## src/eeprom_consts.svh

```systemverilog
`ifndef EEPROM_CONSTS_SVH
`define EEPROM_CONSTS_SVH

// 2K x 8 serial eeprom
`define EE_ADDR_W 11
`define EE_DATA_W 8

`define EE_DEV_CODE 4'b1010 // upper nibble of every control byte

// CLK cycles per quarter of an SCL bit, any value >= 1
`define EE_QTR_CYCLES 2

`endif

```

## src/i2c_bus_pkg.sv

```systemverilog
package i2c_bus_pkg;

    typedef logic [7:0] byte_t;

    // commands accepted by the bit engine
    typedef enum logic [2:0] {
        CMD_START,
        CMD_RSTART,
        CMD_STOP,
        CMD_WRITE,
        CMD_READ
    } bus_cmd_t;

    // quarters of one SCL bit
    typedef enum logic [1:0] {
        PH_LOW,  // scl low, sda setup
        PH_RISE, // scl high
        PH_HIGH, // scl high, sample point
        PH_FALL  // scl low
    } bit_phase_t;

endpackage

```

## src/eeprom_xfer_pkg.sv

```systemverilog
`include "eeprom_consts.svh"

package eeprom_xfer_pkg;

    typedef logic [`EE_ADDR_W-1:0] ee_addr_t;
    typedef logic [`EE_DATA_W-1:0] ee_data_t;

    // device code, block bits, r/w bit
    typedef logic [7:0] ctrl_byte_t;

    typedef enum logic [3:0] {
        IDLE,
        START,
        CTRL_W,
        ADDR,
        DATA_W,
        RSTART,
        CTRL_R,
        DATA_R,
        STOP,
        DONE
    } xfer_state_t;

endpackage

```

## src/i2c_bit_engine.sv

```systemverilog
`include "eeprom_consts.svh"

module i2c_bit_engine
    import i2c_bus_pkg::*;
(
    input  logic     CLK,
    input  logic     RESET,
    input  logic     cmd_req,
    input  bus_cmd_t cmd,
    input  byte_t    tx_byte,
    input  logic     send_nack,
    input  logic     sda_in,
    output logic     cmd_ack,
    output byte_t    rx_byte,
    output logic     slave_nack,
    output logic     scl,
    output logic     sda_pull_low
);

    localparam int QW = $clog2(`EE_QTR_CYCLES + 1);
    localparam logic [QW-1:0] QTR_LAST = QW'(`EE_QTR_CYCLES - 1);

    logic          busy;
    bus_cmd_t      cur_cmd;
    bit_phase_t    phase;
    logic [QW-1:0] qcnt;
    logic [3:0]    bit_cnt;  // 0..7 data, 8 ack
    byte_t         tx_sh;
    logic          nack_bit; // master nack on a read
    logic          byte_cmd;
    logic          qtr_end;
    logic          last_bit;
    logic          sample;
    logic          scl_d;
    logic          sda_d;

    assign byte_cmd = (cur_cmd == CMD_WRITE) || (cur_cmd == CMD_READ);
    assign qtr_end  = (qcnt == QTR_LAST);
    assign last_bit = byte_cmd ? (bit_cnt == 4'd8) : 1'b1;
    assign sample   = (phase == PH_HIGH) && (qcnt == '0);

    // bus levels for the current quarter
    always_comb
    begin
        scl_d = 1'b0;
        sda_d = 1'b0;
        case (cur_cmd)
            CMD_START, CMD_RSTART:
            begin
                scl_d = (phase == PH_RISE) || (phase == PH_HIGH);
                sda_d = (phase == PH_HIGH) || (phase == PH_FALL); // falls while scl high
            end
            CMD_STOP:
            begin
                scl_d = (phase != PH_LOW);
                sda_d = (phase == PH_LOW) || (phase == PH_RISE); // rises while scl high
            end
            CMD_WRITE:
            begin
                scl_d = (phase == PH_RISE) || (phase == PH_HIGH);
                sda_d = (bit_cnt != 4'd8) && !tx_sh[7]; // released for slave ack
            end
            default:
            begin
                scl_d = (phase == PH_RISE) || (phase == PH_HIGH);
                sda_d = (bit_cnt == 4'd8) && !nack_bit;
            end
        endcase
    end

    always_ff @(posedge CLK)
    begin
        if (RESET)
        begin
            busy         <= 1'b0;
            cmd_ack      <= 1'b0;
            phase        <= PH_LOW;
            qcnt         <= '0;
            bit_cnt      <= '0;
            slave_nack   <= 1'b0;
            scl          <= 1'b1; // bus idle
            sda_pull_low <= 1'b0;
        end
        else if (busy)
        begin
            scl          <= scl_d;
            sda_pull_low <= sda_d;

            if (qtr_end)
            begin
                qcnt  <= '0;
                phase <= bit_phase_t'(phase + 2'd1);
                if (phase == PH_FALL)
                begin
                    tx_sh <= {tx_sh[6:0], 1'b0}; // msb first
                    if (last_bit)
                    begin
                        busy    <= 1'b0;
                        cmd_ack <= 1'b1;
                    end
                    else
                    begin
                        bit_cnt <= bit_cnt + 4'd1;
                    end
                end
            end
            else
            begin
                qcnt <= qcnt + 1'b1;
            end

            if (sample)
            begin
                if (cur_cmd == CMD_READ && bit_cnt != 4'd8)
                    rx_byte <= {rx_byte[6:0], sda_in};
                if (cur_cmd == CMD_WRITE && bit_cnt == 4'd8)
                    slave_nack <= sda_in; // high means no ack
            end
        end
        else if (cmd_ack)
        begin
            if (!cmd_req)
                cmd_ack <= 1'b0;
        end
        else if (cmd_req)
        begin
            // bus levels hold between commands until the next quarter
            busy       <= 1'b1;
            cur_cmd    <= cmd;
            tx_sh      <= tx_byte;
            nack_bit   <= send_nack;
            bit_cnt    <= '0;
            phase      <= PH_LOW;
            qcnt       <= '0;
            slave_nack <= 1'b0;
        end
    end

endmodule

```

## src/eeprom_xfer_fsm.sv

```systemverilog
`include "eeprom_consts.svh"

module eeprom_xfer_fsm
    import i2c_bus_pkg::*;
    import eeprom_xfer_pkg::*;
(
    input  logic     CLK,
    input  logic     RESET,
    input  logic     req,
    input  logic     we,
    input  ee_addr_t addr,
    input  ee_data_t wdata,
    input  logic     cmd_ack,
    input  byte_t    rx_byte,
    input  logic     slave_nack,
    output logic     ack,
    output ee_data_t rdata,
    output logic     nack,
    output logic     cmd_req,
    output bus_cmd_t cmd,
    output byte_t    tx_byte,
    output logic     send_nack
);

    xfer_state_t state;
    ctrl_byte_t  ctrl_w;
    ctrl_byte_t  ctrl_r;
    logic        done;

    // block select goes in the control byte
    assign ctrl_w = {`EE_DEV_CODE, addr[`EE_ADDR_W-1:8], 1'b0};
    assign ctrl_r = {`EE_DEV_CODE, addr[`EE_ADDR_W-1:8], 1'b1};
    assign done   = cmd_req && cmd_ack;

    always_comb
    begin
        cmd       = CMD_STOP;
        tx_byte   = '0;
        send_nack = 1'b0;
        case (state)
            START:  cmd = CMD_START;
            RSTART: cmd = CMD_RSTART;
            CTRL_W:
            begin
                cmd     = CMD_WRITE;
                tx_byte = ctrl_w;
            end
            ADDR:
            begin
                cmd     = CMD_WRITE;
                tx_byte = addr[7:0];
            end
            DATA_W:
            begin
                cmd     = CMD_WRITE;
                tx_byte = wdata;
            end
            CTRL_R:
            begin
                cmd     = CMD_WRITE;
                tx_byte = ctrl_r;
            end
            DATA_R:
            begin
                cmd       = CMD_READ;
                send_nack = 1'b1; // single byte, master nacks it
            end
            default: ;
        endcase
    end

    always_ff @(posedge CLK)
    begin
        if (RESET)
        begin
            state   <= IDLE;
            cmd_req <= 1'b0;
            ack     <= 1'b0;
            nack    <= 1'b0;
        end
        else
        begin
            case (state)
                IDLE:
                    if (req)
                    begin
                        nack  <= 1'b0;
                        state <= START;
                    end
                DONE:
                    if (!req) // hold ack until host answers
                    begin
                        ack   <= 1'b0;
                        state <= IDLE;
                    end
                default:
                    if (done)
                    begin
                        cmd_req <= 1'b0;
                        case (state)
                            START:  state <= CTRL_W;
                            RSTART: state <= CTRL_R;
                            CTRL_W, ADDR, CTRL_R:
                                if (slave_nack)
                                begin
                                    nack  <= 1'b1;
                                    state <= STOP;
                                end
                                else if (state == CTRL_W)
                                    state <= ADDR;
                                else if (state == CTRL_R)
                                    state <= DATA_R;
                                else
                                    state <= we ? DATA_W : RSTART;
                            DATA_W:
                            begin
                                nack  <= slave_nack;
                                state <= STOP;
                            end
                            DATA_R:
                            begin
                                rdata <= rx_byte;
                                state <= STOP;
                            end
                            default:
                            begin
                                ack   <= 1'b1; // stop sent
                                state <= DONE;
                            end
                        endcase
                    end
                    else if (!cmd_req && !cmd_ack)
                    begin
                        cmd_req <= 1'b1;
                    end
            endcase
        end
    end

endmodule

```

## src/eeprom_ctrl_top.sv

```systemverilog
`include "eeprom_consts.svh"

module eeprom_ctrl_top
    import i2c_bus_pkg::*;
    import eeprom_xfer_pkg::*;
(
    input  logic     CLK,
    input  logic     RESET,
    input  logic     req,
    input  logic     we,
    input  ee_addr_t addr,
    input  ee_data_t wdata,
    input  logic     sda_in,
    output logic     ack,
    output ee_data_t rdata,
    output logic     nack,
    output logic     scl,
    output logic     sda_pull_low
);

    logic     cmd_req;
    logic     cmd_ack;
    bus_cmd_t cmd;
    byte_t    tx_byte;
    byte_t    rx_byte;
    logic     send_nack;
    logic     slave_nack;

    eeprom_xfer_fsm u_xfer (
        .CLK        (CLK),
        .RESET      (RESET),
        .req        (req),
        .we         (we),
        .addr       (addr),
        .wdata      (wdata),
        .cmd_ack    (cmd_ack),
        .rx_byte    (rx_byte),
        .slave_nack (slave_nack),
        .ack        (ack),
        .rdata      (rdata),
        .nack       (nack),
        .cmd_req    (cmd_req),
        .cmd        (cmd),
        .tx_byte    (tx_byte),
        .send_nack  (send_nack)
    );

    i2c_bit_engine u_bit (
        .CLK          (CLK),
        .RESET        (RESET),
        .cmd_req      (cmd_req),
        .cmd          (cmd),
        .tx_byte      (tx_byte),
        .send_nack    (send_nack),
        .sda_in       (sda_in),
        .cmd_ack      (cmd_ack),
        .rx_byte      (rx_byte),
        .slave_nack   (slave_nack),
        .scl          (scl),
        .sda_pull_low (sda_pull_low)
    );

endmodule

```

## config.mk

```make
export PLATFORM = sky130hd
export DESIGN_NAME = eeprom_ctrl_top
export DESIGN_NICKNAME = d
export VERILOG_FILES = /design/src/i2c_bus_pkg.sv /design/src/eeprom_xfer_pkg.sv /design/src/i2c_bit_engine.sv /design/src/eeprom_xfer_fsm.sv /design/src/eeprom_ctrl_top.sv
export VERILOG_INCLUDE_DIRS = /design/src
export SDC_FILE = /design/constraint.sdc
export NUM_CORES = 1
export LEC_CHECK = 0
export BUFFER_PORTS_ARGS = -buffer_cell sky130_fd_sc_hd__clkbuf_2
export CAP_MARGIN = 20
export CORE_MARGIN = 2
export CORE_UTILIZATION = 61
export DETAILED_ROUTE_END_ITERATION = 8
export PLACE_DENSITY = 0.95
export SYNTH_ARGS = -nofsm -noshare
export SYNTH_HDL_FRONTEND = slang
export SYNTH_SLANG_ARGS = --single-unit
```

## constraint.sdc

```tcl
create_clock -name CLK -period 5.31 [get_ports CLK]
set_input_delay 0.531 -clock CLK [delete_from_list [all_inputs] [get_ports CLK]]
set_output_delay 0.531 -clock CLK [all_outputs]
set_load 0.02 [all_outputs]
```

==> results.yml, run 1 <==
run:
  cap_violations: 0
global_route:
  antenna_found_initial: 0
  first_global_vias: 1673
  grt_pass1_wl_mm: 7.93
  grtUsageTotal_pct: 23.8
  grt-ovfl-total: 0
  grt_max_degree: 28
synthesis:
  synth_nets: 266
  synth_sequential_area_ratio_pct: 51.6
  async_reset_ff_share_pct: 0
  ys_types: 50
  synth_top_cells_by_area: "edfxtp_1 (35%), dfxtp_1 (17%), ha_1 (4.2%)"
  syn_area_um2: 2410
  syn_avg_cell_area_um2: 10.3
  ys_ff_latch: 48
  synth-warning-count: 0
  yosys.area.top_type: "edfxtp_1"
  postSynthCellCount: 234
  synthFlopType: "edfxtp_1"
  synth-edff-count: 28
  synth_top_area_share_pct: 34.9
routing:
  wirelength_mm: 4.91
  drtIter0Drc: 195
  wl_per_cell_um: 15.7
  postRouteAntennaNets: 0
  vias_per_cell: 5.95
  num_vias: 1861
  firstDrtPassIters: 4
  drc_errors: 0
worst_setup_path:
  startpoint: "RESET"
  endpoint: "u_bit.rx_byte[1]"
  crit_type: "input pin to flop"
  cp_slowest_cell: "nor3_1"
  worstPathMaxFanout: 21
  critPathRequiredTime_ns: 5.23
  path_delay_family: "simple AND/OR/NAND/NOR gates"
  cp.depth: 3
  max_stage_delay_ns: 0.86
  ff2ff_setup_slack_ns: 2.84
  startpoint_type: "input pin"
  reg2regPathDepth: 3
  endpoint_kind: "flop"
  cp.arrival_ns: 2.40
  critPathBufInv: 1
  timing.rr.start: "u_bit.busy"
  reg2reg_to: "u_bit.tx_sh[7]"
  cp_cell_sequence: "clkbuf_2, or4b_2, nor3_1"
pwr:
  p_switching_w: 0.000193
  p_int_w: 0.000545
  leakagePower_nw: 1.00
  ir_worst_vdd_mv: 0.140
  clockPowerShare_pct: 28.1
  p_comb_share_pct: 12.7
  swShare_pct: 26.1
  p_per_area_nw_per_um2: 277
  pwr-share-seq_pct: 59.2
timing:
  maxSlewViolCount: 0
  tightest_slew_ns: 1.03
  fin_crit_ns: 2.48
  whs_ns: 0.426
  max_freq_mhz: 404
  fin_skew_ns: 0.00509
  hold_violations: 0
  relSlewSlack_pct: 30.7
  final.period_utilization_pct: 46.6
  setup_viol: 0
  rsz0062_at_grt: "no"
  finalSetupTns_ns: 0
final_layout:
  area_growth_pct: 10.8
  final_common_cell: "clkbuf_2"
  instances_no_fill: 313
  layout-drive-gt1-share_pct: 18.9
  mostFrequentLayoutCells: "clkbuf_2 (35), edfxtp_1 (28), nor2_1 (24)"
  final_nets: 296
  fin_util_pct: 71.8
  diodes: 0
floorplan:
  initial_core_util_pct: 64.8
  core.rowCount: 22
  dieArea_um2: 4460
  boundaryPins: 36
  die_w_um: 66.8
  core_area_um2: 3720
  die_h_um: 66.8
worst_hold_path:
  min_path_type: "flop to flop"
cts:
  clkSinkCount: 48
  clockRootBuffer: "clkbuf_8"
  post-cts-setup-buffers: 0
  htreeDepth: 2
  cts_tree: "done"
  path_clk_slew_ns: 0.08
  hold_buffers: 0
  insertion_delay_ns: 0.29
  cts_buffer_depth: 2
  cts_buffers: 5
  cts_resized: 0
place:
  dp_cells: 305
  dpl.hpwl_mm: 3.44
  gp_congestion: 0.838
  portBuffers: 35
status:
  status: "completed"
## cell type report
cell class | instances | area (um^2)
well taps | 48 | 60.1
repair buffers | 35 | 175
clock inverters | 1 | 5.00
multi-input cells | 161 | 1060
inverters | 13 | 48.8
flip-flops and latches | 48 | 1240
clock buffers | 7 | 76.3
fillers | 276 | 1050
## how the worst min path moves through the flow
stage	start	end	cells after the start
after floorplan	u_bit.rx_byte[7]	u_xfer.rdata[7]	0
after detailed placement	u_bit.rx_byte[7]	u_xfer.rdata[7]	0
after global routing	sda_in	u_bit.rx_byte[0]	1
after CTS	u_bit.rx_byte[7]	u_xfer.rdata[7]	0
after global placement	u_bit.rx_byte[7]	u_xfer.rdata[7]	0
final	u_bit.rx_byte[7]	u_xfer.rdata[7]	0
## power groups by stage
stage	clock network, W	logic (W)	registers [W]
floorplan	0	0.0000799	0.000429
global placement	0	0.0000868	0.000444
detailed placement	0	0.0000908	0.000445
CTS	0.000208	0.0000927	0.000437
global route	0.000223	0.000105	0.000441
finish	0.000208	0.0000934	0.000437
## worst register-to-register path, stage by stage, from the launching register on
cell and delay, ns:
dfxtp_1 0.90, and3b_1 0.30, nor2_1 0.08, nor3_1 0.82
## synth_stat cells, types with 2 or more instances
cell type and n:
a211o_1 2, mux2_2 2, nand2_1 14, dfxtp_1 20, or3_1 2, nor2b_1 5
a21oi_1 16, inv_1 12, nor2_1 24, nor3b_1 4, nor3_1 5, nand2b_1 5
ha_1 8, a22oi_1 4, o21ai_0 16, edfxtp_1 28, nand3_1 4, xnor2_1 2
clkbuf_1 3, mux2i_1 3, a22o_1 9, buf_2 7, and3b_1 4, and3_1 7
o32ai_1 2, a211oi_1 2
## through the flow
step | area [um^2] | setup WS, ns | total power, W
2_1_floorplan | 2410 | 3.07 | 0.000509
5_1_grt | 2670 | 2.61 | 0.000768
6_report | 2670 | 2.83 | 0.000738
3_3_place_gp | 2580 | 2.61 | 0.000530
4_1_cts | 2670 | 2.83 | 0.000738
3_5_place_dp | 2580 | 2.53 | 0.000536
## logic make-up after synthesis
kind of cell / share of synthesized area (%)
AO/OA/AOI/OAI: 17.6
XOR/XNOR: 0.728
adder cells (fa/ha/maj): 4.57
buffers and inverters: 4.42
flip-flops: 51.6
multiplexers: 2.18
AND/OR/NAND/NOR: 19.0
## registers in the layout, summed over array words and instances, names as in the netlist
register	flops
u_bit.qcnt	2
u_bit.cur_cmd	3
u_bit.scl	1
u_bit.phase	2
u_bit.nack_bit	1
u_bit.tx_sh	8
u_bit.cmd_ack	1
u_bit.sda_pull_low	1
u_bit.rx_byte	8
u_xfer.rdata	8
u_xfer.state	4
u_xfer.cmd_req	1
u_bit.bit_cnt	4
u_xfer.ack	1
u_xfer.nack	1
u_bit.busy	1
u_bit.slave_nack	1
## layer usage
metal | up-vias | track usage [%] | part of all wire [%]
li1 | 914 | - | -
met2 | 46 | 38.3 | 50
met4 | 0 | 8.16 | 0.69
met5 | - | 0 | 0
met3 | 4 | 4.39 | 4.5
met1 | 897 | 32.3 | 45
Power figures use the tool's default switching activity.
==> run 2: changes to the inputs <==
ABC_AREA = 1   (was default)
CORE_UTILIZATION = 56   (was 61)
PLACE_DENSITY = 0.9   (was 0.95)
clock period = 2.5 ns   (was 5.31 ns; I/O delays follow)
==> results.yml, run 2 <==
worst_setup_path:
  cp_slowest_cell: "dfxtp_1"
  critPathBufInv: 2
  endpoint: "u_xfer.rdata[5]"
  startpoint_type: "flop"
  crit_type: "flop to flop"
  cp.depth: 4
  cp.arrival_ns: 1.64
  reg2regPathDepth: 4
  reg2reg_to: "u_xfer.rdata[5]"
  ff2ff_setup_slack_ns: 0.87
  path_delay_family: "flip-flops"
  timing.rr.start: "u_xfer.cmd_req"
  endpoint_kind: "flop"
  startpoint: "u_xfer.cmd_req"
  critPathRequiredTime_ns: 2.51
  cp_cell_sequence: "ha_1, inv_1, nor4_1, buf_4"
  worstPathMaxFanout: 8
  max_stage_delay_ns: 0.42
synthesis:
  synthFlopType: "edfxtp_1"
  yosysMostFrequentCell: "nand2_1"
  postSynthCellCount: 280
  ys_ff_latch: 48
  synth_top_cells_by_area: "edfxtp_1 (36%), dfxtp_1 (17%), nand2_1 (14%)"
  synth-warning-count: 0
  synth_sequential_area_ratio_pct: 53.0
  syn_area_um2: 2340
  ys_types: 25
  netlist_top_cells_count: "nand2_1 (87), inv_1 (31), edfxtp_1 (28), nand3_1 (26), dfxtp_1 (20)"
  synth_nets: 312
  synth-edff-count: 28
  synth_top_area_share_pct: 35.9
  async_reset_ff_share_pct: 0
  yosys.area.top_type: "edfxtp_1"
  syn_avg_cell_area_um2: 8.37
cts:
  post-cts-setup-buffers: 0
  hold_buffers: 0
  insertion_delay_ns: 0.30
  cts_resized: 0
  clockRootBuffer: "clkbuf_8"
  cts_tree: "done"
  htreeDepth: 2
  cts_buffers: 5
  clkSinkCount: 48
  path_clk_slew_ns: 0.09
  cts_buffer_depth: 2
routing:
  drtIter0Drc: 219
  wirelength_mm: 4.98
  num_vias: 2028
  vias_per_cell: 5.47
  firstDrtPassIters: 4
  drc_errors: 0
  postRouteAntennaNets: 0
  wl_per_cell_um: 13.4
timing:
  fin_skew_ns: 0.00977
  maxSlewViolCount: 0
  setup_viol: 0
  relSlewSlack_pct: 71.3
  hold_violations: 0
  finalSetupTns_ns: 0
  whs_ns: 0.166
  rsz0062_at_grt: "no"
  tightest_slew_ns: 0.430
  final.period_utilization_pct: 65.4
  max_freq_mhz: 612
  fin_crit_ns: 1.63
pwr:
  p_switching_w: 0.000525
  p_int_w: 0.00130
  clockPowerShare_pct: 30.4
  p_comb_share_pct: 18.4
  leakagePower_nw: 1.19
  swShare_pct: 28.8
  ir_worst_vdd_mv: 0.326
  pwr-share-seq_pct: 51.2
  p_per_area_nw_per_um2: 678
final_layout:
  reg_top3: "u_bit.rx_byte (8), u_bit.tx_sh (8), u_xfer.rdata (8)"
  fillCellCount: 312
  diodes: 0
  mostFrequentLayoutCells: "nand2_1 (87), clkbuf_2 (35), inv_1 (31)"
  final_nets: 352
  layout-drive-gt1-share_pct: 17.8
  area_growth_pct: 15.1
  register_area_um2: 1240
  instances_no_fill: 371
  multi_input_area_um2: 951
  final_common_cell: "nand2_1"
place:
  dp_cells: 363
  gp_congestion: 0.978
  dpl.hpwl_mm: 3.73
  portBuffers: 35
global_route:
  grt_max_degree: 23
  grt-ovfl-total: 0
  first_global_vias: 1798
  grt_pass1_wl_mm: 8.07
  grtUsageTotal_pct: 23.7
  antenna_found_initial: 0
floorplan:
  die_w_um: 68.7
  dieArea_um2: 4720
  core_area_um2: 4000
  core.rowCount: 23
  initial_core_util_pct: 58.6
  die_h_um: 68.7
  boundaryPins: 36
status:
  status: "completed"
run:
  cap_violations: 0
worst_hold_path:
  min_path_type: "input pin to flop"
==> run 2: cell types whose count changed in the layout (fill, tap and decap cells not counted), sizes merged, moves of 5 or more <==
cell,delta
o21ai,-7
nor3b,-5
inv,+21
nand2,+76
and3,-7
nor2b,-5
a22o,-7
nand2b,-5
nand3,+24
==> run 2: worst min path at each step <==
stage	depth (start not counted)	slack, ns	start	end
global placement	0	0.40	u_bit.rx_byte[7]	u_xfer.rdata[7]
global route	1	0.16	sda_in	u_bit.rx_byte[0]
finish	1	0.17	sda_in	u_bit.rx_byte[0]
floorplan	0	0.35	sda_in	u_bit.rx_byte[0]
CTS	1	0.16	sda_in	u_bit.rx_byte[0]
detailed placement	0	0.42	u_bit.rx_byte[7]	u_xfer.rdata[7]
==> run 2: layout make-up <==
class / count / share of cell area [%]
Sequential cell: 48 / 46.1
Multi-Input combinational cell: 193 / 35.3
Timing Repair Buffer: 39 / 7.61
Inverter: 33 / 4.60
Clock buffer: 5 / 2.55
Tap cell: 50 / 2.32
Clock inverter: 3 / 1.58
==> run 2: worst register-to-register path: stages (launching register included) <==
cell	delay [ns]
dfxtp_1	0.42
ha_1	0.23
inv_1	0.12
nor4_1	0.34
buf_4	0.24
==> run 2: cells by family after synthesis <==
| family | share of synthesized area (%) |
|---|---|
| buffers and inverters | 6.41 |
| AND/OR/NAND/NOR | 27.2 |
| AO/OA/AOI/OAI | 8.71 |
| flip-flops | 53.0 |
| XOR/XNOR | 0.374 |
| adder cells (fa/ha/maj) | 4.27 |
==> run 2: layer usage <==
metal | global-route usage (%) | wire [um] | vias to the layer above
met1 | 30.5 | 2120 | 937
met2 | 39.3 | 2520 | 75
met4 | 9.75 | 74 | 0
met5 | 0 | 0 | -
met3 | 4.06 | 263 | 8
li1 | - | - | 1008
==> run 2: power by group through the flow <==
stage	clock, W	combinational [W]	sequential [W]
after floorplan	0	0.000242	0.000944
after global placement	0	0.000321	0.000948
after detailed placement	0	0.000330	0.000952
after CTS	0.000563	0.000332	0.000934
after global routing	0.000597	0.000378	0.000943
final	0.000556	0.000336	0.000935
==> run 2: through the flow <==
stage                     utilization (%)  worst slack [ns]  cell area, um^2  total power [W]
after floorplan                         -             0.531             2340          0.00119
after global placement               64.6              1.03             2580          0.00127
after detailed placement             64.6             0.912             2580          0.00128
after CTS                            67.4             0.894             2700          0.00183
after global routing                 67.4             0.776             2700          0.00192
final                                67.4             0.866             2700          0.00183
==> run 3: changes to the inputs <==
ABC_AREA = 0   (was 1)
clock period = 1.7 ns   (was 2.5 ns; I/O delays follow)
==> results.yml, run 3 (synthesis results as in run 1) <==
place:
  gp_congestion: 0.864
  post-place-ws_ns: 0.0836
  post_dp_cell_area_um2: 2710
  dpl.hpwl_mm: 3.77
  portBuffers: 35
cts:
  path_clk_slew_ns: 0.09
  cts_tree: "done"
  insertion_delay_ns: 0.30
  htreeDepth: 2
  cts_buffers: 5
  clockRootBuffer: "clkbuf_8"
  cts_buffer_depth: 2
  clkSinkCount: 48
  hold_buffers: 0
worst_setup_path:
  path_delay_family: "simple AND/OR/NAND/NOR gates"
  critPathRequiredTime_ns: 1.95
  endpoint_kind: "flop"
  cp_cell_sequence: "and3b_1, nor3b_1, mux2_2, nor2_1"
  reg2reg_to: "u_bit.slave_nack"
  startpoint_type: "flop"
  cp.arrival_ns: 1.91
  max_stage_delay_ns: 0.51
  crit_type: "flop to flop"
  reg2regPathDepth: 4
  critPathBufInv: 0
  ff2ff_setup_slack_ns: 0.04
  worstPathMaxFanout: 7
  timing.rr.start: "u_bit.cur_cmd[2]"
  cp_slowest_cell: "edfxtp_1"
final_layout:
  mostFrequentLayoutCells: "clkbuf_2 (35), edfxtp_1 (28), nor2_1 (23)"
  layout-drive-gt1-share_pct: 25.1
  final_nets: 310
  design_area_um2: 2850
  final_common_cell: "clkbuf_2"
  fillCellCount: 291
  area_growth_pct: 18.5
  diodes: 0
  reg_top3: "u_bit.rx_byte (8), u_bit.tx_sh (8), u_xfer.rdata (8)"
  fin_util_pct: 70.3
global_route:
  use_met1_pct: 28.1
  grtUsageTotal_pct: 23.2
  grt_pass1_wl_mm: 8.89
  antenna_found_initial: 0
  first_global_vias: 1879
  grt-ovfl-total: 0
  grt_max_degree: 21
  met2_usage_pct: 40.9
  grt-busiest-layer: "met2"
  use_met3_pct: 5.09
timing:
  tightest_slew_ns: 0.396
  setup_viol: 0
  final.period_utilization_pct: 97.8
  max_freq_mhz: 601
  maxSlewViolCount: 0
  relSlewSlack_pct: 73.5
  hold_violations: 0
  fin_skew_ns: 0.00624
  fin_crit_ns: 1.66
  rsz0062_at_grt: "yes"
  worst_slack_ns: 0.0370
pwr:
  total_power_w: 0.00254
  leakagePower_nw: 1.10
  p_per_area_nw_per_um2: 892
  ir_worst_vdd_mv: 0.554
worst_hold_path:
  holdPathStages: 1
  min_path_type: "input pin to flop"
  whs_endpoint: "u_bit.rx_byte[0]"
  min-delay-start: "sda_in"
floorplan:
  dieArea_um2: 4840
  die_h_um: 69.6
  die_w_um: 69.6
  initial_core_util_pct: 59.3
  core_area_um2: 4060
  boundaryPins: 36
  core.rowCount: 23
status:
  status: "completed"
routing:
  num_vias: 1903
  wl_per_cell_um: 16.3
  vias_per_cell: 5.78
  wirelength_mm: 5.37
  drc_errors: 0
  firstDrtPassIters: 4
  postRouteAntennaNets: 0
  drtIter0Drc: 154
run:
  cap_violations: 0
## run 3: changes by cell type in the layout (fill, tap and decap cells not counted), moves of 6 or more
cell / change
and3_1: +6
nand2_1: -73
a22o_1: +7
inv_1: -19
buf_4: +9
o21ai_0: +6
nand3_1: -22
## run 3: layer usage
layer,vias to the layer above,wire [um]
met4,0,101
met5,-,0
li1,939,-
met1,899,2240
met2,54,2820
met3,11,208
## run 3: worst max-delay path by stage
stage / cells past startpoint / slack [ns] / startpoint / end
after global placement: 6 / 0.15 / u_bit.phase[0] / u_bit.slave_nack
after global routing: 6 / -0.07 / u_bit.phase[0] / u_bit.slave_nack
final: 4 / 0.04 / u_bit.cur_cmd[2] / u_bit.slave_nack
after CTS: 6 / 0.05 / u_bit.phase[0] / u_bit.slave_nack
after floorplan: 2 / 0.13 / u_bit.cur_cmd[1] / u_bit.rx_byte[0]
after detailed placement: 2 / 0.08 / u_bit.cur_cmd[1] / u_bit.rx_byte[4]
## run 3: area by class of cell
class                           instances  area (um^2)  share of cell area (%)
Inverter                               13         48.8                    1.71
Multi-Input combinational cell        161         1090                    38.2
Tap cell                               50         62.6                    2.19
Timing Repair Buffer                   49          293                    10.3
Sequential cell                        48         1240                    43.5
Clock inverter                          3         47.5                    1.67
Clock buffer                            5         68.8                    2.41
## run 3: timing repair
item | 4_1_cts | 5_1_grt
endpoints found under the setup margin | 0 | 21
resized for setup | 0 | 4
setup buffers | 0 | 1
## run 3: report_power, final
part / total, W / switching [W] / internal (W)
clock network: 0.000837 / 0.000394 / 0.000443
logic: 0.000376 / 0.000208 / 0.000169
registers: 0.00133 / 0.0000501 / 0.00128
total: 0.00254 / 0.000652 / 0.00189
## run 3: stage by stage
step / instances / hold slack (ns) / TNS [ns]
after floorplan: 234 / 0.269 / 0
after global placement: 320 / 0.383 / 0
after detailed placement: 320 / 0.381 / 0
after CTS: 328 / 0.0687 / 0
after global routing: 329 / 0.0700 / -0.0822
final: 329 / 0.0713 / 0
